[config.mk]
export PLATFORM = sky130hd
export DESIGN_NAME = spi_byte_slave
export DESIGN_NICKNAME = d
export VERILOG_FILES = /design/src/hdl/spi_byte_slave.sv
export SDC_FILE = /design/constraint.sdc
export NUM_CORES = 1
export LEC_CHECK = 0
export BUFFER_PORTS_ARGS = -buffer_cell sky130_fd_sc_hd__buf_2
export CORE_MARGIN = 2
export CORE_UTILIZATION = 39
export DETAILED_ROUTE_END_ITERATION = 8
export GPL_TIMING_DRIVEN = 0
export PLACE_DENSITY_LB_ADDON = 0.2
export SYNTH_ARGS = -nofsm -noshare
export SYNTH_HDL_FRONTEND = slang
export SYNTH_SLANG_ARGS = --single-unit
[constraint.sdc]
create_clock -name clk -period 2.52 [get_ports clk]
set_input_delay 0.756 -clock clk [delete_from_list [all_inputs] [get_ports clk]]
set_output_delay 0.756 -clock clk [all_outputs]
set_load 0.02 [all_outputs]
[src/hdl/spi_byte_slave.sv]
`timescale 1ns/1ps

module spi_byte_slave (
  input  logic       clk,
  input  logic       rst,
  input  logic       sck,
  input  logic       cs_n,
  input  logic       mosi,
  input  logic [7:0] tx_byte,
  input  logic       tx_load,
  output logic       miso,
  output logic       rx_valid,
  output logic       frame_start,
  output logic [7:0] rx_byte
);

  logic [2:0] sck_s;      // 3-flop sync chains
  logic [2:0] cs_s;
  logic [2:0] mosi_s;
  logic       sck_rise;
  logic       sck_fall;
  logic       cs_active;
  logic [2:0] bit_cnt;    // bits of the current byte
  logic [6:0] rx_shift;
  logic [7:0] tx_buf;     // reply waiting for the next frame
  logic       tx_pend;
  logic [7:0] tx_shift;   // msb is on miso

  always_ff @(posedge clk) begin
    if (rst) begin
      sck_s  <= '0;
      cs_s   <= '1;   // deselected
      mosi_s <= '0;
    end else begin
      sck_s  <= {sck_s[1:0], sck};
      cs_s   <= {cs_s[1:0], cs_n};
      mosi_s <= {mosi_s[1:0], mosi};
    end
  end

  assign sck_rise    = (sck_s[2:1] == 2'b01);
  assign sck_fall    = (sck_s[2:1] == 2'b10);
  assign cs_active   = ~cs_s[1];
  assign frame_start = cs_s[2] & ~cs_s[1];   // cs falling edge

  // mode 0, sample on rise, msb first
  always_ff @(posedge clk) begin
    if (rst || !cs_active) bit_cnt <= '0;
    else if (sck_rise)     bit_cnt <= bit_cnt + 3'd1;
  end

  always_ff @(posedge clk) begin
    if (sck_rise) rx_shift <= {rx_shift[5:0], mosi_s[2]};
    if (tx_load)  tx_buf   <= tx_byte;
  end

  assign rx_byte  = {rx_shift, mosi_s[2]};
  assign rx_valid = cs_active & sck_rise & (bit_cnt == 3'd7);

  // last fall of a byte puts the msb of the next one on miso
  always_ff @(posedge clk) begin
    if (rst || frame_start) begin
      tx_pend  <= 1'b0;
      tx_shift <= '0;
    end else if (cs_active && sck_fall && bit_cnt == 3'd0) begin
      tx_shift <= tx_load ? tx_byte : (tx_pend ? tx_buf : 8'h00);  // zeros if nothing loaded
      tx_pend  <= 1'b0;
    end else begin
      if (cs_active && sck_fall) tx_shift <= {tx_shift[6:0], 1'b0};
      if (tx_load)               tx_pend  <= 1'b1;
    end
  end

  assign miso = cs_active & tx_shift[7];

  // a byte is only complete with cs held low across the sync chain
  assert property (@(posedge clk) disable iff (rst) rx_valid |-> !cs_s[2] && !cs_s[1])
    else $error("spi byte received with cs inactive");

endmodule

==> results.txt <==
The number of setup buffers added after CTS came out at 0. The number of synthesized flops with an enable pin came out at 15. The net total in the final layout came out at 164. The data required time of the worst path came out at 1.76 ns. The post-route worst hold slack came out at 0.421 ns.

The quantity of hold-fixing buffers added after cts is 0. The path class of the tightest hold or removal check is register to register. The final critical path time including I/O delays and setup came out at 2.29 ns. The worst setup skew after layout came out at 0.0120 ns. The routed wire length per instance came out at 11.9 um.

The count of routing violations after the opening detailed-route iteration came out at 67. Gates resized during post-CTS repair numbered 0. The setup check on the worst reg-to-reg path leaves a slack of 0.89 ns. The chip width came out at 63.8 um. TritonCTS built the clock tree. In this run the worst setup path begins at sck_s[1]$_SDFF_PP0_. The region available for standard cell placement spans 3390 um2.

Summing all placed instances gives a cell area of 1570 um2. The longest clock path from root to sink contains 2 buffers. The top cell family by delay on the critical path is simple AND/OR/NAND/NOR gates. Counting both buffers and inverters, the worst setup path holds a total of 2.

Of all flip-flops after synthesis, the portion carrying an async set or reset was 0%. The maximum vdd drop is 253 uV. The routability congestion estimate came out at 0.698. The worst register-to-register path begins at bit_cnt[0]$_SDFFE_PP0N_.

The power per cell area is 624 nW/um2. The post-synthesis instance area is 1400 um2. In this run the most critical hold path is launched from cs_s[0]$_SDFF_PP1_.

The initialized floorplan defines 21 standard-cell rows. The pre-antenna-repair detailed-routing pass consisted of 2 iterations. The total global routing track utilization came out at 13.1%.

Clock tree synthesis selected as its root buffer the cell sky130_fd_sc_hd__clkbuf_4. Setup total negative slack on the finished layout was measured at 0 ns. The normalized max-slew margin is 69.9%. CTS saw 36 sinks. The kind of launch point of the worst setup path is a register. The average instance in the mapped netlist occupies 12.0 um2.

The design area is 1630 um2. The die boundary height is 63.8 um. The layout filler cell count came out at 322. The count of distinct cell types in the synthesized netlist came out at 30. The worst setup path is of the register to output port kind. Clock tree synthesis inserted a total of 5 buffers. The leakage power figure is 0.000672 uW. The number of max-slew violations in the final report was 0. The total wirelength of the detailed-routed design came out at 2.31 mm.

Walking the worst path, the cells encountered are or2b_1 -> clkbuf_1 -> nor3b_1 -> buf_2. The number of failing hold endpoints at the final stage came out at 0. Setup violations remaining at the end of the flow were counted as 0.

The die covers 4070 um2. The via count of the first global-routing pass came out at 893. Yosys printed 0 warnings. The fraction of final layout cells sized beyond drive strength 1 came out at 30.4%.

The post-synthesis cell count came out at 116. In the final layout, the multi-input gates occupy 450 um2. The post-DP HPWL came out at 1.71 mm. The initial antenna violation count was 0.

Clock-pin slew was measured on the worst setup and hold paths at 0.10 ns. The overall via count from detail_route came out at 933. Max-cap violations in this run came to 0.

Among all flip-flop cells after synthesis, the most frequent one is sky130_fd_sc_hd__dfxtp_1. The maximum number of pins on one net before global-route repair came out at 12. The peak clock frequency supported by timing is 438 MHz. The slew of the pin with the lowest slew margin is 0.452 ns.

The count of buffers added on input and output ports is 24. Summing all flip-flop and latch instances after layout gives 871 um2. The H-tree depth came out at 2. Data on the critical path arrives at its endpoint at 1.53 ns. For this design, the slowest cell found on the critical path is sky130_fd_sc_hd__dfxtp_1.

The remaining routing DRC violations came out at 0. The clock latency on the worst-skew pair came out at 0.34 ns. The portion of the post-synthesis area used by sequential elements is 62.4%. In the routed layout, each cell is associated on average with a via count of 4.81. The flow ran to the end, and the final reports show no timing, DRC or antenna violations. The residual antenna-violating net count after detailed routing is 0. The post-synthesis net count is 133. The area growth from synthesis to layout is 17.1%. The repair_antennas step left the layout with diodes totalling 0.

STA classifies the critical path endpoint as an output port. In the finished design, the share of the clock period the worst path needs comes to 90.7%. The biggest cell delay along the critical path came out at 0.35 ns. The effective utilization at floorplan is 41.2%. Setup repair after global routing left no endpoint under its margin. The global-route wire length before repair is 3.96 mm. 25 I/O pins were placed. The maximum net fanout on the critical path is 5. The synthesized design contains 36 register bits. Global routing finished with a remaining overflow of 0.
-- layer usage --
layer | global-route usage (%) | wire length (um) | up-vias
met3 | 5.81 | 130 | 8
met5 | 0 | 0 | -
li1 | - | - | 470
met4 | 8.15 | 58 | 0
met1 | 15.1 | 1080 | 434
met2 | 19.7 | 1040 | 21
-- final timing paths --
| path | cells after the start | end |
|---|---|---|
| min reg2reg | 1 | cs_s[1]$_SDFF_PP1_ |
| max | 4 | rx_valid |
| max reg2reg | 7 | tx_shift[7]$_SDFFE_PP0P_ |
| min | 1 | cs_s[1]$_SDFF_PP1_ |
-- Yosys cell counts, types with 2 or more instances --
cell type / n / area, um2
sky130_fd_sc_hd__mux2i_1: 2 / 20.0
sky130_fd_sc_hd__clkbuf_1: 5 / 18.8
sky130_fd_sc_hd__o31a_1: 6 / 52.6
sky130_fd_sc_hd__nor3_1: 6 / 30.0
sky130_fd_sc_hd__or2_2: 3 / 18.8
sky130_fd_sc_hd__ha_1: 3 / 37.5
sky130_fd_sc_hd__nand2_1: 8 / 30.0
sky130_fd_sc_hd__nor2_1: 11 / 41.3
sky130_fd_sc_hd__a221oi_1: 7 / 61.3
sky130_fd_sc_hd__nor2b_1: 8 / 50.1
sky130_fd_sc_hd__inv_1: 3 / 11.3
sky130_fd_sc_hd__dfxtp_1: 21 / 420
sky130_fd_sc_hd__edfxtp_1: 15 / 450
sky130_fd_sc_hd__and2b_2: 2 / 17.5
-- state kept, by name, indices dropped and copies added, names as in the netlist --
register,flops
sck_s,3
mosi_s,3
cs_s,3
tx_pend,1
tx_buf,8
rx_shift,7
bit_cnt,3
tx_shift,8
-- cells in the final DEF (no fill, tap or decap), drive strengths merged, types with 2 or more instances in the layout --
cell type  instances
a221oi             7
and2b              2
buf               28
clkbuf            12
clkinv             2
dfxtp             21
edfxtp            15
ha                 3
inv                3
mux2i              2
nand2              8
nor2              11
nor2b              8
nor3               7
o31a               7
or2                3
-- final cells by class --
cell class	count	share of cell area, %
Tap cell	46	3.52
Inverter	3	0.689
Timing Repair Buffer	24	7.35
Clock buffer	6	3.14
Clock inverter	2	0.613
Sequential cell	36	53.3
Buffer	10	3.83
Multi-Input combinational cell	67	27.6
-- metrics by stage --
| step | util [%] | worst slack, ns | instances | total power (uW) |
|---|---|---|---|---|
| after floorplan | - | 0.526 | 116 | 688 |
| after global placement | 46.4 | 0.415 | 186 | 716 |
| after detailed placement | 46.4 | 0.340 | 186 | 718 |
| after CTS | 48.2 | 0.195 | 194 | 1030 |
| after global routing | 48.2 | 0.0692 | 194 | 1070 |
| final | 48.2 | 0.234 | 194 | 1020 |
-- power by group --
group,total (uW),switching [uW],internal (uW),leakage [uW]
clock,316,184,133,0.0000380
sequential,639,8.64,631,0.000313
combinational,64.2,36.5,27.7,0.000321
total,1020,229,791,0.000672
-- cell families (layout without fill, tap and decap cells) --
group / count (synthesis) / in the layout / synth area share (%)
AOI/OAI and AO/OA: 17 / 17 / 10.8
xor gates and xnor gates: 1 / 1 / 0.628
adders and majority gates: 3 / 3 / 2.69
buffers and inverters: 13 / 45 / 5.29
DFF: 36 / 36 / 62.4
muxes: 2 / 2 / 1.44
and+or+nand+nor: 44 / 44 / 16.8
-- worst reg2reg max path, stage by stage, from the launching register on --
cell and delay, ns:
sky130_fd_sc_hd__dfxtp_1 0.36, sky130_fd_sc_hd__inv_1 0.08, sky130_fd_sc_hd__ha_1 0.20, sky130_fd_sc_hd__nand2b_1 0.07, sky130_fd_sc_hd__clkbuf_1 0.29, sky130_fd_sc_hd__a221oi_1 0.13
sky130_fd_sc_hd__o31a_1 0.30, sky130_fd_sc_hd__nor3_1 0.12
Note: power is estimated with default switching activity, not from simulation.
