**config.mk**
```make
export PLATFORM = sky130hd
export DESIGN_NAME = z80_bus_port
export DESIGN_NICKNAME = d
export VERILOG_FILES = /design/src/hdl/esp_cmd_pkg.sv /design/src/hdl/trs_bus_pkg.sv /design/src/hdl/z80_bus_port.sv
export SDC_FILE = /design/constraint.sdc
export NUM_CORES = 1
export LEC_CHECK = 0
export BUFFER_PORTS_ARGS = -buffer_cell sky130_fd_sc_hd__buf_4
export CORE_MARGIN = 1
export CORE_UTILIZATION = 44
export CTS_BUF_LIST = sky130_fd_sc_hd__clkbuf_16
export CTS_CLUSTER_DIAMETER = 150
export DETAILED_ROUTE_END_ITERATION = 7
export PLACE_DENSITY_LB_ADDON = 0.2
export RECOVER_POWER = 25
export REMOVE_ABC_BUFFERS = 1
export SLEW_MARGIN = 20
export SYNTH_ARGS = -nofsm -noshare
export SYNTH_HDL_FRONTEND = slang
export SYNTH_SLANG_ARGS = --single-unit
export TNS_END_PERCENT = 100
```
**constraint.sdc**
```tcl
create_clock -name clk -period 1.64 [get_ports clk]
set_clock_uncertainty 0.1 [all_clocks]
set_input_delay 0.082 -clock clk [delete_from_list [all_inputs] [get_ports clk]]
set_output_delay 0.082 -clock clk [all_outputs]
set_load 0.02 [all_outputs]
```
**src/hdl/esp_cmd_pkg.sv**
```systemverilog
package esp_cmd_pkg;

  // spi command codes, first byte of every message
  localparam logic [7:0] cmd_get_cookie  = 8'd0;
  localparam logic [7:0] cmd_bram_poke   = 8'd1;
  localparam logic [7:0] cmd_bram_peek   = 8'd2;
  localparam logic [7:0] cmd_dbus_read   = 8'd3;
  localparam logic [7:0] cmd_dbus_write  = 8'd4;
  localparam logic [7:0] cmd_get_version = 8'd15;

  // parameter bytes after the command byte
  localparam logic [1:0] poke_param_cnt       = 2'd3;  // addr lo, addr hi, data
  localparam logic [1:0] peek_param_cnt       = 2'd2;  // addr lo, addr hi
  localparam logic [1:0] dbus_write_param_cnt = 2'd1;  // data

  // identification
  localparam logic [7:0] cookie        = 8'haf;
  localparam logic [2:0] version_major = 3'd0;
  localparam logic [4:0] version_minor = 5'd3;

  // request code shown to the esp on ESP_S
  typedef logic [2:0] esp_s_t;

  localparam esp_s_t esp_io_in  = 3'd0;  // z80 IN from port 31
  localparam esp_s_t esp_io_out = 3'd1;  // z80 OUT to port 31

endpackage

```
**src/hdl/trs_bus_pkg.sv**
```systemverilog
package trs_bus_pkg;

  // z80 side geometry
  localparam int addr_w         = 16;
  localparam int data_w         = 8;
  localparam int ram_addr_w     = 15;   // 32K card ram
  localparam int ram_region_bit = 15;   // a15 high selects the card ram

  // trs-io port, matched against the low address byte only
  localparam logic [7:0] trs_io_port = 8'd31;

  // z80 bus at the card edge
  // strobes are active low as on the real edge connector
  typedef struct packed {
    logic [addr_w-1:0] addr;
    logic              rd_n;    // memory read
    logic              wr_n;    // memory write
    logic              in_n;    // port read
    logic              out_n;   // port write
  } z80_bus_t;

  // single ram port access
  typedef struct packed {
    logic [ram_addr_w-1:0] addr;
    logic [data_w-1:0]     wdata;
    logic                  we;      // low for a read
    logic                  valid;   // one cycle per access
  } ram_req_t;

endpackage

```
**src/hdl/z80_bus_port.sv**
```systemverilog
`timescale 1ns/1ps

module z80_bus_port (
  input  logic                  clk,
  input  logic                  rst,
  input  trs_bus_pkg::z80_bus_t bus,
  input  logic [7:0]            z80_d_in,
  output logic [7:0]            z80_d_out,
  output logic                  z80_d_oe,
  output trs_bus_pkg::ram_req_t ram_req,
  input  logic [7:0]            ram_rdata,
  output logic                  esp_req,
  output logic                  z80_wait,
  output esp_cmd_pkg::esp_s_t   esp_s,
  input  logic                  esp_done,
  output logic [7:0]            out_byte,
  input  logic [7:0]            in_byte,
  input  logic                  in_byte_load
);

  trs_bus_pkg::z80_bus_t bus_m;   // first sync stage
  trs_bus_pkg::z80_bus_t bus_s;   // second sync stage
  logic [3:0] strb_q;             // previous rd, wr, in, out
  logic [1:0] done_s;
  logic       done_sync;
  logic       rd_fall;
  logic       wr_fall;
  logic       in_fall;
  logic       out_fall;
  logic       ram_hit;
  logic       port_hit;
  logic       io_out_hit;
  logic       io_hit;
  logic       start_req;
  logic       pend_q;             // access seen, esp still busy
  logic       req_valid_q;
  logic       req_we_q;
  logic [trs_bus_pkg::ram_addr_w-1:0] req_addr_q;
  logic [7:0] req_wdata_q;
  logic [7:0] in_byte_q;          // answer for the next IN

  always_ff @(posedge clk) begin
    if (rst) begin
      bus_m  <= '1;   // strobes idle high
      bus_s  <= '1;
      strb_q <= '1;
      done_s <= '0;
    end else begin
      bus_m  <= bus;
      bus_s  <= bus_m;
      strb_q <= {bus_s.rd_n, bus_s.wr_n, bus_s.in_n, bus_s.out_n};
      done_s <= {done_s[0], esp_done};
    end
  end

  assign done_sync  = done_s[1];
  assign rd_fall    = strb_q[3] & ~bus_s.rd_n;
  assign wr_fall    = strb_q[2] & ~bus_s.wr_n;
  assign in_fall    = strb_q[1] & ~bus_s.in_n;
  assign out_fall   = strb_q[0] & ~bus_s.out_n;
  assign ram_hit    = bus_s.addr[trs_bus_pkg::ram_region_bit];
  assign port_hit   = (bus_s.addr[7:0] == trs_bus_pkg::trs_io_port);
  assign io_out_hit = out_fall & port_hit;
  assign io_hit     = (in_fall | out_fall) & port_hit;
  assign start_req  = (io_hit | pend_q) & ~done_sync & ~esp_req;

  // ram port a, one request per strobe
  always_ff @(posedge clk) begin
    if (rst) req_valid_q <= 1'b0;
    else     req_valid_q <= (rd_fall | wr_fall) & ram_hit;
  end

  always_ff @(posedge clk) begin
    if (rd_fall || wr_fall) begin
      req_we_q    <= wr_fall;
      req_addr_q  <= bus_s.addr[trs_bus_pkg::ram_addr_w-1:0];
      req_wdata_q <= z80_d_in;   // stable while wr_n low
    end
    if (io_out_hit)   out_byte  <= z80_d_in;
    if (in_byte_load) in_byte_q <= in_byte;
  end

  assign ram_req = '{addr: req_addr_q, wdata: req_wdata_q, we: req_we_q, valid: req_valid_q};

  // four-phase req/ack with the esp, WAIT follows req
  always_ff @(posedge clk) begin
    if (rst) begin
      esp_req  <= 1'b0;
      z80_wait <= 1'b0;
      pend_q   <= 1'b0;
      esp_s    <= esp_cmd_pkg::esp_io_in;
    end else begin
      if (start_req) begin
        esp_req  <= 1'b1;
        z80_wait <= 1'b1;
        pend_q   <= 1'b0;
      end else if (io_hit) begin
        z80_wait <= 1'b1;   // hold z80 until done drops
        pend_q   <= 1'b1;
      end else if (esp_req && done_sync) begin
        esp_req  <= 1'b0;
        z80_wait <= 1'b0;
      end
      if (io_hit) esp_s <= io_out_hit ? esp_cmd_pkg::esp_io_out : esp_cmd_pkg::esp_io_in;
    end
  end

  // raw strobes so the driver turns off with the z80
  assign z80_d_oe  = (~bus.rd_n & bus.addr[trs_bus_pkg::ram_region_bit]) |
                     (~bus.in_n & (bus.addr[7:0] == trs_bus_pkg::trs_io_port));
  assign z80_d_out = ~bus.in_n ? in_byte_q : ram_rdata;

  // esp must have finished the previous handshake
  assert property (@(posedge clk) disable iff (rst) $rose(esp_req) |-> !$past(done_sync))
    else $error("esp_req raised while esp_done still high");

endmodule

```
==> summary.txt <==
die height: 82.66 µm
Power Internal: 3.744 mW
post-CTS sizing: 0
leakage: 1.735 nW
VDD IR max: 0.7447 mV
Slew Limit Fails: 0
hold crit path type: in -> reg
CP Data Required Time: 1.46 ns
IO Pins: 95
largest net degree at the start of global routing: 50
R2R depth: 2
Detail Placement HPWL: 3.146 mm
Reg power frac: 52.1%
worst hold stages: 2
clock tree buffer depth: 2
CP Max Fanout: 10
Vias: 1741
Initial Util: 45.34%
area post-placement: 0.003618 mm²
Die Footprint: 0.006833 mm²
Sink Count: 91
post-layout min period: 1.485 ns
Iter 0 DRT Violations: 34
Synth Warn #: 0
crit path kind: in -> out
post-synth cell types: 26
Tcrit/Tclk final: 90.52%
RD Place Congestion: 0.6992
Buffers & Inverters on Critical Path: 3
reg2reg setup slack: 0.21 ns
WL final: 5.033 mm
First-pass DRT Iterations: 3
average wire per standard cell: 12.61 µm
Final nets: 365
CTS buffer count: 9
Post-CTS Setup Repair Bufs: 0
pwr dens: 1122 mW/mm²
Logic pwr share: 8.7%
first-pass GRT wire length: 7.824 mm
DRC violations left: 0
gr usage total: 16.34%
TNS Setup: 0 ns
kind of cell adding the most delay to the critical path: buffers and inverters
final core occ: 67.60%
clk_lat worst skew: 0.33 ns
Hold Path End: done_s[1]
CP max-delay cell: dlygate4sd3_1
clock root cell: clkbuf_16
Net Sw Power: 1.045 mW
worst hold start: rst
Synth Instances: 184
RR Startpoint: bus_s[9]
Seq/Total Area, Yosys: 77.62%
status: finished, final reports clean
Cell Count Post-Placement: 345
Post-DRT Antenna Nets: 0
vias per cell: 4.363
# hold bufs at CTS: 38
reg2reg end: out_byte[7]
grt ovf: 0
CP cell instances: dlygate4sd3_1 -> buf_4 -> mux2_2 -> buf_4
fmax: 673.6 MHz
Reg clk slew, reported paths: 0.06 ns
RSZ-0062 raised after global routing: false
Finished Cell Area: 0.004268 mm²
max_cap viols: 0
area of the core: 0.006314 mm²
CTS H-tree depth: 3
Syn Area/Cell: 15.56 µm²
Clock power frac: 39.2%
critical path endpoint category: output port
die width: 82.66 µm
post-synthesis cell area: 0.002863 mm²
synthesis-to-layout area growth: 49.08%
WHS: 0.06729 ns
Cell Rows: 29
final setup fails: 0
CTS tree: yes
WP data arrival: 1.30 ns
port bufs: 92
Final Hold Viols: 0
max incr delay on CP: 0.53 ns
CP most frequent cell: buf_4
Yosys reg bits: 91
layout cells sized above 1: 50.62%
Switching Share: 21.82%
initial antenna violation count: 0
ANT cells: 0
final non-filler cell total: 399
vias in the first global route: 1665
CP Launch Type: input port
==> how the worst max path moves through the flow <==
| stage | from | endpoint | slack [ns] | depth (start not counted) |
|---|---|---|---|---|
| floorplan | strb_q[2] | req_addr_q[0] | 0.18 | 2 |
| global placement | bus_s[9] | out_byte[6] | 0.24 | 2 |
| detailed placement | bus_s[9] | out_byte[6] | 0.22 | 2 |
| CTS | bus[1] | z80_d_out[3] | 0.16 | 4 |
| global route | bus[1] | z80_d_out[3] | 0.12 | 4 |
| finish | bus[1] | z80_d_out[3] | 0.16 | 4 |
==> per-stage QoR <==
stage	power [mW]	setup slack, ns
floorplan	2.686	0.1845
global route	4.985	0.1179
CTS	4.833	0.1645
detailed placement	2.895	0.2163
global placement	2.887	0.2370
finish	4.789	0.1555
==> per-layer routing <==
| layer | share of wire (%) | GRT usage (%) | vias to the layer above |
|---|---|---|---|
| met4 | 1.4 | 8.276 | 0 |
| met1 | 40 | 18.14 | 771 |
| met5 | 0 | 0 | - |
| met3 | 8.4 | 6.374 | 8 |
| met2 | 50 | 27.13 | 74 |
| li1 | - | - | 888 |
==> worst reg2reg max path, stage by stage (launching register included) <==
cell and delay [ns]:
dfxtp_1 0.33, nor4b_4 0.32, and3_2 0.37
==> logic make-up after synthesis <==
kind of cell,count (synthesis),synth area share [%]
AOI/OAI and AO/OA,9,3.059
other,1,0.1310
and+or+nand+nor,60,13.46
DFF,91,77.62
buffers and inverters,15,2.579
muxes,8,3.147
==> registers in the layout, indices dropped and copies added (netlist names) <==
name         count
z80_wait         1
bus_s           20
done_s           2
out_byte         8
req_valid_q      1
esp_req          1
req_addr_q      15
strb_q           4
pend_q           1
in_byte_q        8
bus_m           20
req_we_q         1
esp_s            1
req_wdata_q      8
==> cell usage after synthesis <==
cell / count / share of area [%]
o21bai_1: 2 / 0.52
a31oi_1: 1 / 0.22
nand3_1: 1 / 0.17
o211ai_2: 1 / 0.44
inv_1: 5 / 0.66
conb_1: 1 / 0.13
edfxtp_1: 40 / 42
buf_2: 2 / 0.35
nor4b_4: 1 / 0.83
and4_1: 1 / 0.31
and3_2: 1 / 0.26
buf_4: 4 / 1.0
a21o_1: 1 / 0.26
a22o_2: 1 / 0.35
clkbuf_1: 4 / 0.52
nor2b_1: 7 / 1.5
nor2_1: 1 / 0.13
a221oi_2: 1 / 0.52
nor4b_1: 1 / 0.31
a211oi_2: 1 / 0.44
nand2_1: 4 / 0.52
or2_2: 42 / 9.2
o32ai_1: 1 / 0.31
and3_1: 1 / 0.22
mux2_2: 8 / 3.1
dfxtp_1: 51 / 36
==> power by group through the flow <==
| stage | logic, mW | clock network (mW) | registers, mW |
|---|---|---|---|
| after floorplan | 0.113 | 0 | 2.57 |
| after global placement | 0.345 | 0 | 2.54 |
| after detailed placement | 0.348 | 0 | 2.55 |
| after CTS | 0.420 | 1.92 | 2.50 |
| after global routing | 0.452 | 2.03 | 2.51 |
| final | 0.416 | 1.88 | 2.50 |
==> cells in the final DEF (no fill, tap or decap) <==
cell and n:
buf_4 78, dfxtp_1 51, or2_2 42, edfxtp_1 40, dlygate4sd3_1 38, clkbuf_4 12
clkbuf_16 9, mux2_2 8, nor2b_1 7, inv_1 5, nand2_1 4, inv_6 3
o21bai_1 2, conb_1 2, clkinvlp_4 2, clkinv_2 2, clkbuf_1 2, nor4b_1 1
nand3_1 1, o32ai_1 1, nor4b_4 1, and4_1 1, and3_2 1, a21o_1 1
and3_1 1, o211ai_2 1, a221oi_2 1, a31oi_1 1, nor2_1 1, a211oi_2 1
a22o_2 1, buf_12 1
==> final cells by class <==
class	instances	area [µm²]
clock inverter	7	51.30
clock buffer	9	225.2
fill	464	2046
sequential	91	2222
multi-input combinational	79	570.5
inverter	5	18.77
timing repair buffer	131	1084
tap	77	96.34
Note: power is estimated with default switching activity, not from simulation.
