**src/hdl/esp_cmd_pkg.sv**
```systemverilog
package esp_cmd_pkg;

  // spi command codes, first byte of every message
  localparam logic [7:0] cmd_get_cookie  = 8'd0;
  localparam logic [7:0] cmd_bram_poke   = 8'd1;
  localparam logic [7:0] cmd_bram_peek   = 8'd2;
  localparam logic [7:0] cmd_dbus_read   = 8'd3;
  localparam logic [7:0] cmd_dbus_write  = 8'd4;
  localparam logic [7:0] cmd_get_version = 8'd15;

  // parameter bytes after the command byte
  localparam logic [1:0] poke_param_cnt       = 2'd3;  // addr lo, addr hi, data
  localparam logic [1:0] peek_param_cnt       = 2'd2;  // addr lo, addr hi
  localparam logic [1:0] dbus_write_param_cnt = 2'd1;  // data

  // identification
  localparam logic [7:0] cookie        = 8'haf;
  localparam logic [2:0] version_major = 3'd0;
  localparam logic [4:0] version_minor = 5'd3;

  // request code shown to the esp on ESP_S
  typedef logic [2:0] esp_s_t;

  localparam esp_s_t esp_io_in  = 3'd0;  // z80 IN from port 31
  localparam esp_s_t esp_io_out = 3'd1;  // z80 OUT to port 31

endpackage

```
**src/hdl/trs_bus_pkg.sv**
```systemverilog
package trs_bus_pkg;

  // z80 side geometry
  localparam int addr_w         = 16;
  localparam int data_w         = 8;
  localparam int ram_addr_w     = 15;   // 32K card ram
  localparam int ram_region_bit = 15;   // a15 high selects the card ram

  // trs-io port, matched against the low address byte only
  localparam logic [7:0] trs_io_port = 8'd31;

  // z80 bus at the card edge
  // strobes are active low as on the real edge connector
  typedef struct packed {
    logic [addr_w-1:0] addr;
    logic              rd_n;    // memory read
    logic              wr_n;    // memory write
    logic              in_n;    // port read
    logic              out_n;   // port write
  } z80_bus_t;

  // single ram port access
  typedef struct packed {
    logic [ram_addr_w-1:0] addr;
    logic [data_w-1:0]     wdata;
    logic                  we;      // low for a read
    logic                  valid;   // one cycle per access
  } ram_req_t;

endpackage

```
**src/hdl/esp_cmd_parser.sv**
```systemverilog
`timescale 1ns/1ps

module esp_cmd_parser (
  input  logic                  clk,
  input  logic                  rst,
  input  logic                  rx_valid,
  input  logic                  frame_start,
  input  logic [7:0]            rx_byte,
  output logic [7:0]            tx_byte,
  output logic                  tx_load,
  output trs_bus_pkg::ram_req_t ram_req,
  input  logic [7:0]            ram_rdata,
  input  logic [7:0]            out_byte,
  output logic [7:0]            in_byte,
  output logic                  in_byte_load
);

  typedef enum logic [1:0] {
    st_idle   = 2'b01,   // waiting for a command byte
    st_params = 2'b10    // collecting parameter bytes
  } state_t;

  state_t          state;
  logic [7:0]      cmd_q;
  logic [1:0]      param_cnt;   // bytes still to come
  logic            param_idx;   // next store slot
  logic [1:0][7:0] params;      // addr lo, addr hi
  logic            skip_q;      // dummy byte of a reply is next
  logic            take_cmd;
  logic            last_param;
  logic            req_valid_q;
  logic            req_we_q;
  logic [trs_bus_pkg::ram_addr_w-1:0] req_addr_q;
  logic [7:0]      req_wdata_q;
  logic [1:0]      rd_pend;     // peek data in flight
  logic [7:0]      reply_q;
  logic            reply_load_q;

  assign take_cmd   = rx_valid && state == st_idle && !skip_q;
  assign last_param = rx_valid && state == st_params && param_cnt == 2'd1;

  always_ff @(posedge clk) begin
    if (rst) begin
      state        <= st_idle;
      param_cnt    <= '0;
      param_idx    <= 1'b0;
      skip_q       <= 1'b0;
      req_valid_q  <= 1'b0;
      rd_pend      <= '0;
      reply_load_q <= 1'b0;
      in_byte_load <= 1'b0;
    end else begin
      req_valid_q  <= 1'b0;
      reply_load_q <= 1'b0;
      in_byte_load <= 1'b0;
      rd_pend      <= {rd_pend[0], req_valid_q & ~req_we_q};
      if (frame_start) begin
        state  <= st_idle;   // new message
        skip_q <= 1'b0;
      end else if (rx_valid) begin
        case (state)
          st_idle: begin
            skip_q    <= 1'b0;
            param_idx <= 1'b0;
            if (!skip_q) begin
              case (rx_byte)
                esp_cmd_pkg::cmd_get_cookie,
                esp_cmd_pkg::cmd_get_version,
                esp_cmd_pkg::cmd_dbus_read: begin
                  reply_load_q <= 1'b1;   // answer now
                  skip_q       <= 1'b1;
                end
                esp_cmd_pkg::cmd_bram_poke: begin
                  param_cnt <= esp_cmd_pkg::poke_param_cnt;
                  state     <= st_params;
                end
                esp_cmd_pkg::cmd_bram_peek: begin
                  param_cnt <= esp_cmd_pkg::peek_param_cnt;
                  state     <= st_params;
                end
                esp_cmd_pkg::cmd_dbus_write: begin
                  param_cnt <= esp_cmd_pkg::dbus_write_param_cnt;
                  state     <= st_params;
                end
                default: ;   // unknown code dropped
              endcase
            end
          end
          st_params: begin
            if (param_cnt == 2'd1) begin
              state <= st_idle;
              case (cmd_q)
                esp_cmd_pkg::cmd_bram_poke:  req_valid_q <= 1'b1;
                esp_cmd_pkg::cmd_bram_peek: begin
                  req_valid_q <= 1'b1;
                  skip_q      <= 1'b1;   // reply rides on the dummy byte
                end
                esp_cmd_pkg::cmd_dbus_write: in_byte_load <= 1'b1;
                default: ;
              endcase
            end else begin
              param_cnt <= param_cnt - 2'd1;
              param_idx <= 1'b1;
            end
          end
          default: state <= st_idle;
        endcase
      end
    end
  end

  // payload, captured as bytes arrive
  always_ff @(posedge clk) begin
    if (take_cmd) begin
      cmd_q <= rx_byte;
      case (rx_byte)
        esp_cmd_pkg::cmd_get_cookie:  reply_q <= esp_cmd_pkg::cookie;
        esp_cmd_pkg::cmd_get_version:
          reply_q <= {esp_cmd_pkg::version_major, esp_cmd_pkg::version_minor};
        default:                      reply_q <= out_byte;   // dbus_read
      endcase
    end
    if (rx_valid && state == st_params && param_cnt != 2'd1) params[param_idx] <= rx_byte;
    if (last_param) begin
      req_we_q    <= (cmd_q == esp_cmd_pkg::cmd_bram_poke);
      req_addr_q  <= (cmd_q == esp_cmd_pkg::cmd_bram_poke) ? {params[1][6:0], params[0]}
                                                            : {rx_byte[6:0], params[0]};
      req_wdata_q <= rx_byte;
      in_byte     <= rx_byte;
    end
  end

  assign ram_req = '{addr: req_addr_q, wdata: req_wdata_q, we: req_we_q, valid: req_valid_q};

  // peek data bypasses reply_q to meet the next sck fall
  assign tx_load = rd_pend[1] | reply_load_q;
  assign tx_byte = rd_pend[1] ? ram_rdata : reply_q;

  assert property (@(posedge clk) disable iff (rst) state inside {st_idle, st_params})
    else $error("parser state left its legal encoding");

endmodule

```
**config.mk**
```make
export PLATFORM = sky130hd
export DESIGN_NAME = esp_cmd_parser
export DESIGN_NICKNAME = d
export VERILOG_FILES = /design/src/hdl/esp_cmd_pkg.sv /design/src/hdl/trs_bus_pkg.sv /design/src/hdl/esp_cmd_parser.sv
export SDC_FILE = /design/constraint.sdc
export NUM_CORES = 1
export LEC_CHECK = 0
export BUFFER_PORTS_ARGS = -buffer_cell sky130_fd_sc_hd__buf_2
export CAP_MARGIN = 20
export CELL_PAD_IN_SITES_DETAIL_PLACEMENT = 0
export CELL_PAD_IN_SITES_GLOBAL_PLACEMENT = 2
export CORE_ASPECT_RATIO = 0.8
export CORE_MARGIN = 10
export CORE_UTILIZATION = 35
export DETAILED_ROUTE_END_ITERATION = 8
export GPL_TIMING_DRIVEN = 0
export PLACE_DENSITY_LB_ADDON = 0.08
export SYNTH_ARGS = -nofsm -noshare
export SYNTH_HDL_FRONTEND = slang
export SYNTH_SLANG_ARGS = --single-unit
```
**constraint.sdc**
```tcl
create_clock -name clk -period 2.2 [get_ports clk]
set_clock_uncertainty 0.05 [all_clocks]
set_input_delay 0.44 -clock clk [delete_from_list [all_inputs] [get_ports clk]]
set_output_delay 0.44 -clock clk [all_outputs]
set_load 0.02 [all_outputs]
```
==> qor.csv, run 1 <==
stage;metric;value;unit
timing;fmax;484.1;MHz
power;p_per_area;731.9;nW/µm²
logic_synthesis;synth_edf_count;55;
placement;dp_hpwl;4.370;mm
global_route;grt_pass1_vias;1815;
logic_synthesis;ys_ff_latch;66;
logic_synthesis;ys_seq_area_share;68.56;%
worst_setup_path;ff2ff_path_depth;7;
logic_synthesis;syn_avg_cell_area;14.76;µm²
clocking;cts_buffers;9;
global_route;track_usage;10.63;%
global_route;grt_util_met3;4.504;%
power;leakagePower;1.326;nW
drt;drc;0;
cells_and_area;final_common_cell;buf_2;
timing;setup_violations;0;
hold_path;hold_path_class;in -> reg;
timing;finalSetupTns;0;ns
drt;postRouteAntennaNets;0;
drt;routed_wirelength;6.084;mm
cells_and_area;area_growth_syn_to_layout;27.09;%
placement;port-buffer-count;70;
run_status;status;finished, final reports clean;
clocking;ctsHoldBuffers;0;
cells_and_area;nets;301;
power;peakVddDrop;0.3851;mV
cells_and_area;layout-drive-gt1-share;46.91;%
power;seqPwrFrac;54.2;%
worst_setup_path;crit_start;state[0];
global_route;antenna_found_initial;0;
clocking;clock_path_buffers;2;
power;combPwrFrac;5.4;%
global_route;grt_pass1_wl;9.811;mm
cells_and_area;diodes;0;
floorplan;design.core.area;7497;µm²
logic_synthesis;ys.flop_type;edfxtp_1;
logic_synthesis;ys_warn_count;0;
cells_and_area;most-common-layout-cells;buf_2 (71), edfxtp_1 (55), buf_4 (16);
placement;place_congestion;0.7528;
worst_setup_path;cp_max_fo;25;
power;power;0.002539;W
worst_setup_path;cp-start-kind;flop;
logic_synthesis;synth_cells;185;
power;clkPwrFrac;40.4;%
timing;setup_slack;0.1342;ns
clocking;cts_tree;done;
logic_synthesis;syn-cell-area;2730;µm²
drt;wl_per_cell;16.01;µm
global_route;use_met1;13.94;%
worst_setup_path;worstPathArrival;2.23;ns
worst_setup_path;criticalPathCategory;reg -> reg;
global_route;met2_usage;15.12;%
power;p_sw_share;22.84;%
timing;relSlewSlack;38.84;%
placement;place_ws;-0.2537;ns
logic_synthesis;postSynth.asyncResetShare;0;%
drt;dr.pass1.iters;4;
hold_path;min_from;out_byte[0];
power;internal-power;0.001959;W
drt;vias;1762;
worst_setup_path;cp_data_required_time;2.37;ns
clocking;clk_pin_slew;0.08;ns
global_route;grt.overflow.total;0;
power;switchingPower;0.0005798;W
timing;worst_slew_pin_slew;0.9164;ns
floorplan;die_x;118.7;µm
run;drv_cap;0;
floorplan;rows;28;
clocking;cts.sinks;66;
clocking;cts_max_level;3;
global_route;top_usage_layer;met2;
logic_synthesis;yosysUniqueCellTypes;39;
logic_synthesis;synth_nets;216;
timing;rsz0062_at_grt;true;
floorplan;initial_core_util;36.42;%
worst_setup_path;critPathCaptureType;flop;
clocking;cts-root-buf;clkbuf_8;
timing;slew_viol_final;0;
hold_path;hold_depth;2;
drt;via_per_inst;4.637;
drt;drt_iter0_markers;96;
floorplan;ios;71;
timing;period_share;93.90;%
floorplan;dieArea;11760;µm²
clocking;clk_latency;0.34;ns
timing;fin_crit;2.066;ns
floorplan;die_y;99.00;µm
global_route;grt_start_max_net_pins;26;
worst_setup_path;r2r-start;state[0];
timing;report.final.hold_viol_count;0;
## cells in the mapped netlist (2+ instances only)
library cell   n  area share [%]
buf_6          2            0.82
o2111a_1       2            0.82
nand3_1        2            0.37
a21oi_1        5            0.92
clkbuf_1       2            0.28
nor2_1         9             1.2
xor2_1         2            0.64
o21a_1         4             1.1
nor2b_1        2            0.46
nor3_1         5            0.92
dfxtp_1       11             8.1
o21ai_0        8             1.5
and2_1         2            0.46
nand2b_1       3            0.69
o211ai_1       4             1.1
nor4_1         4            0.92
mux2_2        15             6.2
edfxtp_1      55              60
inv_1          6            0.82
buf_4         12             3.3
nor3b_1        2            0.55
a31oi_1        2            0.46
ha_1           3             1.4
nand2_1        7            0.96
o31ai_1        2            0.55
## cell type report
cell class	count	area, µm²
Fill cell	725	4028
Sequential cell	66	1872
Multi-Input combinational cell	97	737.0
Timing Repair Buffer	75	385.4
Tap cell	105	131.4
Clock buffer	9	123.9
Buffer	15	116.4
Clock inverter	7	77.57
Inverter	6	26.28
## layer usage
layer / routed length (µm) / up-vias
met3: 456 / 10
met4: 86 / 0
met2: 2599 / 64
li1: - / 862
met5: 0 / -
met1: 2941 / 826
## worst paths after layout
path,slack (ns),endpoint
max,0.13,skip_q
min reg2reg,0.37,req_addr_q[4]
max reg2reg,0.13,skip_q
min,0.30,reply_q[0]
## power groups by stage
stage	sequential [W]	clock (W)	combinational, W
2_1_floorplan	0.00140	0	0.0000730
3_3_place_gp	0.00140	0	0.000135
3_5_place_dp	0.00140	0	0.000138
4_1_cts	0.00138	0.00106	0.000139
5_1_grt	0.00138	0.00112	0.000155
6_report	0.00138	0.00103	0.000138
## sequential cells by signal, summed over array words and instances, names as in the netlist
register	count
rd_pend	2
skip_q	1
state	2
in_byte_load	1
req_we_q	1
req_valid_q	1
req_addr_q	15
reply_q	8
param_idx	1
req_wdata_q	8
reply_load_q	1
params	15
param_cnt	2
cmd_q	8
## metrics by stage
stage / instances / utilization, % / hold WS (ns) / cell area [µm²]
final: 380 / 46.28 / 0.3030 / 3470
after global routing: 380 / 46.28 / 0.3036 / 3470
after CTS: 381 / 46.08 / 0.2862 / 3455
after detailed placement: 362 / 43.04 / 0.3545 / 3227
after global placement: 360 / 42.84 / 0.3535 / 3212
after floorplan: 185 / - / 0.3503 / 2730
## worst max-delay path, cell delays in order, from the launching register on
cell and delay, ns:
dfxtp_1 0.34, inv_1 0.06, ha_1 0.18, clkbuf_1 0.23, nand3_1 0.21, clkinvlp_4 0.50
a21oi_1 0.28, a21boi_0 0.10
## cell families after synthesis
| group | after synthesis | synth area share, % |
|---|---|---|
| mux | 16 | 6.554 |
| simple gates | 47 | 10.63 |
| xor+xnor | 2 | 0.6417 |
| buf+inv | 22 | 5.225 |
| fa+ha+maj | 3 | 1.375 |
| compound gates | 29 | 7.012 |
| flops | 66 | 68.56 |
## timing repair
action	in CTS	in global routing
gates resized for setup	1	3
setup endpoints to repair	32	23
pin swaps	1	0
buffers inserted	3	0
(Power assumes the default switching activity.)
==> run 2, diff against run 1 <==
CORE_MARGIN = unset   (was 10)
CORE_UTILIZATION = 30   (was 35)
TNS_END_PERCENT = 50   (was unset)
==> qor.csv, run 2 (synthesis results as in run 1) <==
stage;metric;value;unit
cells_and_area;final_common_cell;buf_2;
cells_and_area;area_growth_syn_to_layout;30.25;%
cells_and_area;diodes;0;
global_route;grt.overflow.total;0;
global_route;grt_pass1_wl;8.252;mm
power;internal-power;0.002307;W
clocking;clk_pin_slew;0.05;ns
run_status;status;finished, final reports clean;
timing;finalSetupTns;0;ns
cells_and_area;fill_cells;824;
cells_and_area;stdcell_area;3556;µm²
power;seqPwrFrac;47.7;%
global_route;track_usage;12.28;%
drt;via_per_inst;4.543;
floorplan;die_x;108.7;µm
power;combPwrFrac;4.7;%
clocking;ctsHoldBuffers;0;
floorplan;design.core.area;8671;µm²
cells_and_area;multi_input_area;730.7;µm²
cells_and_area;ff_latch_area;1872;µm²
timing;slew_viol_final;0;
clocking;cts.sinks;66;
timing;period_share;91.98;%
timing;rsz0062_at_grt;false;
timing;fin_crit;2.024;ns
clocking;cts_tree;done;
drt;dr.pass1.iters;4;
drt;vias;1758;
timing;fmax;494.2;MHz
drt;drt_iter0_markers;107;
worst_setup_path;cp_data_required_time;1.71;ns
timing;relSlewSlack;40.08;%
power;leakagePower;1.354;nW
cells_and_area;reg_top3;params x15, req_addr_q x15;
floorplan;die_y;87.33;µm
placement;place_area;3233;µm²
drt;routed_wirelength;5.503;mm
clocking;cts-root-buf;clkbuf_16;
hold_path;hold_path_class;in -> reg;
clocking;clock_path_buffers;2;
cells_and_area;nets;301;
floorplan;initial_core_util;31.49;%
timing;setup_slack;0.1763;ns
worst_setup_path;cp-start-kind;flop;
timing;report.final.hold_viol_count;0;
power;p_sw_share;20.10;%
global_route;grt_pass1_vias;1549;
clocking;cts_buffers;9;
worst_setup_path;cp_max_fo;9;
timing;worst_slew_pin_slew;0.8979;ns
worst_setup_path;worstPathArrival;1.53;ns
cells_and_area;most-common-layout-cells;buf_2 (72), edfxtp_1 (55), mux2_2 (15), buf_4 (15), dfxtp_1 (11);
floorplan;dieArea;9488;µm²
worst_setup_path;criticalPathCategory;reg -> out;
worst_setup_path;critPathCaptureType;output pin;
power;switchingPower;0.0005805;W
cells_and_area;post-route-util;41.01;%
placement;place_ws;-0.2958;ns
global_route;antenna_found_initial;0;
timing;setup_violations;0;
drt;wl_per_cell;14.22;µm
power;clkPwrFrac;47.5;%
power;peakVddDrop;0.4731;mV
power;p_per_area;812.0;nW/µm²
worst_setup_path;cp_cell_sequence;clkbuf_1, mux2_2, buf_2;
placement;place_congestion;0.7415;
floorplan;ios;71;
run;drv_cap;0;
floorplan;rows;30;
drt;postRouteAntennaNets;0;
cells_and_area;layout-drive-gt1-share;45.45;%
worst_setup_path;max_stage_delay;0.39;ns
placement;dp_hpwl;3.837;mm
clocking;cts_max_level;3;
clocking;clk_latency;0.32;ns
placement;port-buffer-count;70;
timing;hold_ws;0.3277;ns
worst_setup_path;slowest_stage;mux2_2;
drt;drc;0;
global_route;grt_start_max_net_pins;26;
==> run 2: changes by cell type in the layout (fill, tap and decap cells not counted), moves of 2 or more <==
cell	before	now
clkbuf_1	1	4
clkbuf_16	0	9
clkbuf_8	9	0
clkinv_4	2	0
==> run 2: layout make-up <==
type / instances / share of cell area, %
well taps: 112 / 3.941
multi-input cells: 97 / 20.55
plain buffers: 15 / 3.272
clock buffers: 12 / 6.650
repair buffers: 75 / 10.77
flip-flops and latches: 66 / 52.64
clock inverters: 4 / 1.443
inverters: 6 / 0.7389
==> run 2: worst paths after layout <==
kind                from             end  slack, ns  cells after the start
max reg2reg     cmd_q[3]  req_addr_q[11]       0.18                      4
max           rd_pend[1]      tx_byte[1]       0.18                      3
min reg2reg    params[4]   req_addr_q[4]       0.37                      0
min          out_byte[0]      reply_q[0]       0.33                      2
==> run 2: metal layers <==
layer | vias to the layer above | GRT usage, % | part of all wire, %
met2 | 53 | 16.05 | 41
met4 | 0 | 6.388 | 1.5
met1 | 831 | 17.33 | 52
li1 | 868 | - | -
met3 | 6 | 4.637 | 5.4
met5 | - | 0 | 0
==> run 2: critical path: cells and delay by family (launching register included) <==
kind,cells,cell delay [ns]
buffers and inverters,2,0.53
multiplexers,1,0.39
flip-flops,1,0.30
==> run 2: metrics by stage <==
stage	std cells	total power (W)
floorplan	185	0.001475
global placement	367	0.001540
detailed placement	369	0.001539
CTS	385	0.002929
global route	387	0.003006
finish	387	0.002888
==> run 2: power groups by stage <==
stage	combinational, W	clock [W]	sequential, W
4_1_cts	0.000136	0.00142	0.00138
6_report	0.000136	0.00137	0.00138
3_3_place_gp	0.000136	0	0.00140
3_5_place_dp	0.000135	0	0.00140
5_1_grt	0.000151	0.00148	0.00138
2_1_floorplan	0.0000730	0	0.00140
==> run 2: repair_timing <==
item,CTS,global route
pin swaps,1,1
setup buffers,0,3
setup endpoints to repair,32,42
resized for setup,1,2
==> run 3, diff against run 2 <==
ABC_AREA = 1   (was unset)
==> qor.csv, run 3 <==
stage;metric;value;unit
run_status;status;finished, final reports clean;
clocking;cts-root-buf;clkbuf_16;
drt;postRouteAntennaNets;0;
logic_synthesis;synth.most_common_cell;nand2_1;
cells_and_area;multi_input_area;675.6;µm²
worst_setup_path;criticalPathCategory;reg -> out;
clocking;cts_tree;done;
worst_setup_path;crit_family;buffers and inverters;
cells_and_area;layout-drive-gt1-share;38.30;%
clocking;ctsHoldBuffers;0;
global_route;antenna_found_initial;0;
worst_setup_path;cp-start-kind;flop;
cells_and_area;final_common_cell;buf_2;
clocking;clk_pin_slew;0.06;ns
cells_and_area;reg_top3;params x15, req_addr_q x15;
worst_setup_path;max_stage_delay;0.34;ns
drt;via_per_inst;4.170;
placement;port-buffer-count;70;
global_route;track_usage;12.41;%
power;peakVddDrop;0.4746;mV
drt;drc;0;
drt;vias;1839;
placement;place_congestion;0.7226;
floorplan;die_y;87.31;µm
worst_setup_path;critPathBufInv;3;
timing;setup_violations;0;
cells_and_area;stdcell_area;3632;µm²
worst_setup_path;cp_data_required_time;1.71;ns
timing;worst_slew_pin_slew;0.8313;ns
drt;wl_per_cell;12.39;µm
logic_synthesis;synth_nets;272;
worst_setup_path;critPathCaptureType;output pin;
global_route;grt.overflow.total;0;
timing;finalSetupTns;0;ns
worst_setup_path;cp_cell_sequence;clkbuf_1, inv_1, nand2_1, nand2_1, buf_2;
timing;report.final.hold_viol_count;0;
clocking;clock_path_buffers;2;
clocking;cts_max_level;3;
logic_synthesis;ys_top_cells_by_count;nand2_1 (69), edfxtp_1 (55), inv_1 (23);
cells_and_area;diodes;0;
drt;drt_iter0_markers;39;
logic_synthesis;ys.flop_type;edfxtp_1;
logic_synthesis;syn_avg_cell_area;11.32;µm²
cells_and_area;most-common-layout-cells;buf_2 (70), nand2_1 (69), edfxtp_1 (55);
logic_synthesis;ys_ff_latch;66;
cells_and_area;ff_latch_area;1872;µm²
global_route;grt_start_max_net_pins;18;
floorplan;design.core.area;8633;µm²
floorplan;initial_core_util;31.61;%
cells_and_area;fill_cells;871;
timing;rsz0062_at_grt;false;
drt;routed_wirelength;5.464;mm
timing;relSlewSlack;44.28;%
cells_and_area;area_growth_syn_to_layout;33.10;%
logic_synthesis;synth_edf_count;55;
hold_path;hold_path_class;in -> reg;
logic_synthesis;synth_top_cell_area_share;60.52;%
timing;fin_crit;2.035;ns
clocking;clk_latency;0.32;ns
logic_synthesis;synth_cells;241;
logic_synthesis;yosysUniqueCellTypes;27;
timing;slew_viol_final;0;
global_route;grt_pass1_vias;1687;
clocking;cts.sinks;66;
global_route;grt_pass1_wl;8.418;mm
worst_setup_path;worstPathArrival;1.55;ns
floorplan;dieArea;9484;µm²
floorplan;die_x;108.6;µm
floorplan;ios;71;
placement;dp_hpwl;4.060;mm
cells_and_area;nets;355;
worst_setup_path;path_common_cell;nand2_1;
logic_synthesis;ys_top_cells_by_area;edfxtp_1 (61%), nand2_1 (9.5%), dfxtp_1 (8.1%);
floorplan;rows;30;
clocking;cts_setup_buffers;0;
clocking;cts_buffers;9;
timing;fmax;491.3;MHz
worst_setup_path;cp_max_fo;10;
worst_setup_path;slowest_stage;clkbuf_1;
power;leakagePower;1.572;nW
logic_synthesis;postSynth.asyncResetShare;0;%
logic_synthesis;syn-cell-area;2729;µm²
run;drv_cap;0;
logic_synthesis;yosys.area.top_type;edfxtp_1;
power;p_per_area;870.5;nW/µm²
logic_synthesis;ys_seq_area_share;68.59;%
logic_synthesis;ys_warn_count;0;
drt;dr.pass1.iters;4;
placement;place_area;3271;µm²
timing;period_share;92.52;%
[run 3: changes by cell type after synthesis, moves of 4 or more]
cell / delta
nor2_1: +12
nand2_1: +62
mux2_2: -15
o21ai_1: +4
inv_1: +17
nor4_1: -4
o211ai_1: -4
o21ai_0: -7
nand2_2: +8
o21a_1: -4
[run 3: where the power goes]
group,internal [W],switching (W)
clock network,0.00112,0.000538
logic,0.0000473,0.0000793
registers,0.00137,0.00000648
[run 3: cell families (layout without fill, tap and decap cells)]
group	after synthesis	count (layout)	share of synthesized area, %
DFF	66	66	68.59
AOI/OAI and AO/OA	13	13	2.751
adders and majority gates	3	3	1.376
and+or+nand+nor	120	120	19.76
buffers and inverters	39	127	7.519
[run 3: path summary, 6_finish.rpt]
check	slack, ns	from	end	cells after the start
worst max-delay path	0.16	rd_pend[1]	tx_byte[2]	5
worst min-delay path	0.30	rst	param_idx	2
worst max register to register	0.21	state[0]	params[9]	5
worst min register to register	0.37	params[0]	req_addr_q[0]	0
[run 3: final cells by class]
cell class	instances	area share (%)
Sequential cell	66	51.53
Tap cell	112	3.858
Multi-Input combinational cell	136	18.60
Inverter	27	2.928
Timing Repair Buffer	72	10.71
Buffer	12	2.721
Clock buffer	9	6.200
Clock inverter	7	3.445
[run 3: per-layer routing]
layer,part of all wire [%],GRT usage (%),up-vias
met1,51,16.71,830
met5,0,0,-
met4,1.2,5.160,0
li1,-,-,944
met2,42,18.12,58
met3,5.8,4.263,7
[run 3: what timing repair did]
action / in CTS / in global routing
endpoints found under the hold margin: 0 / 0
gates resized for setup: 1 / 1
endpoints found under the setup margin: 7 / 8
[run 3: stage by stage]
stage / power (W) / instances / setup slack [ns] / hold slack, ns / utilization (%)
floorplan: 0.001470 / 241 / -0.03177 / 0.3383 / -
global placement: 0.001531 / 423 / -0.9303 / 0.3516 / 37.35
CTS: 0.003201 / 441 / 0.05918 / 0.2926 / 42.00
finish: 0.003162 / 441 / 0.1646 / 0.3003 / 42.07
detailed placement: 0.001535 / 425 / -0.2117 / 0.3522 / 37.88
global route: 0.003276 / 441 / 0.01185 / 0.3047 / 42.07
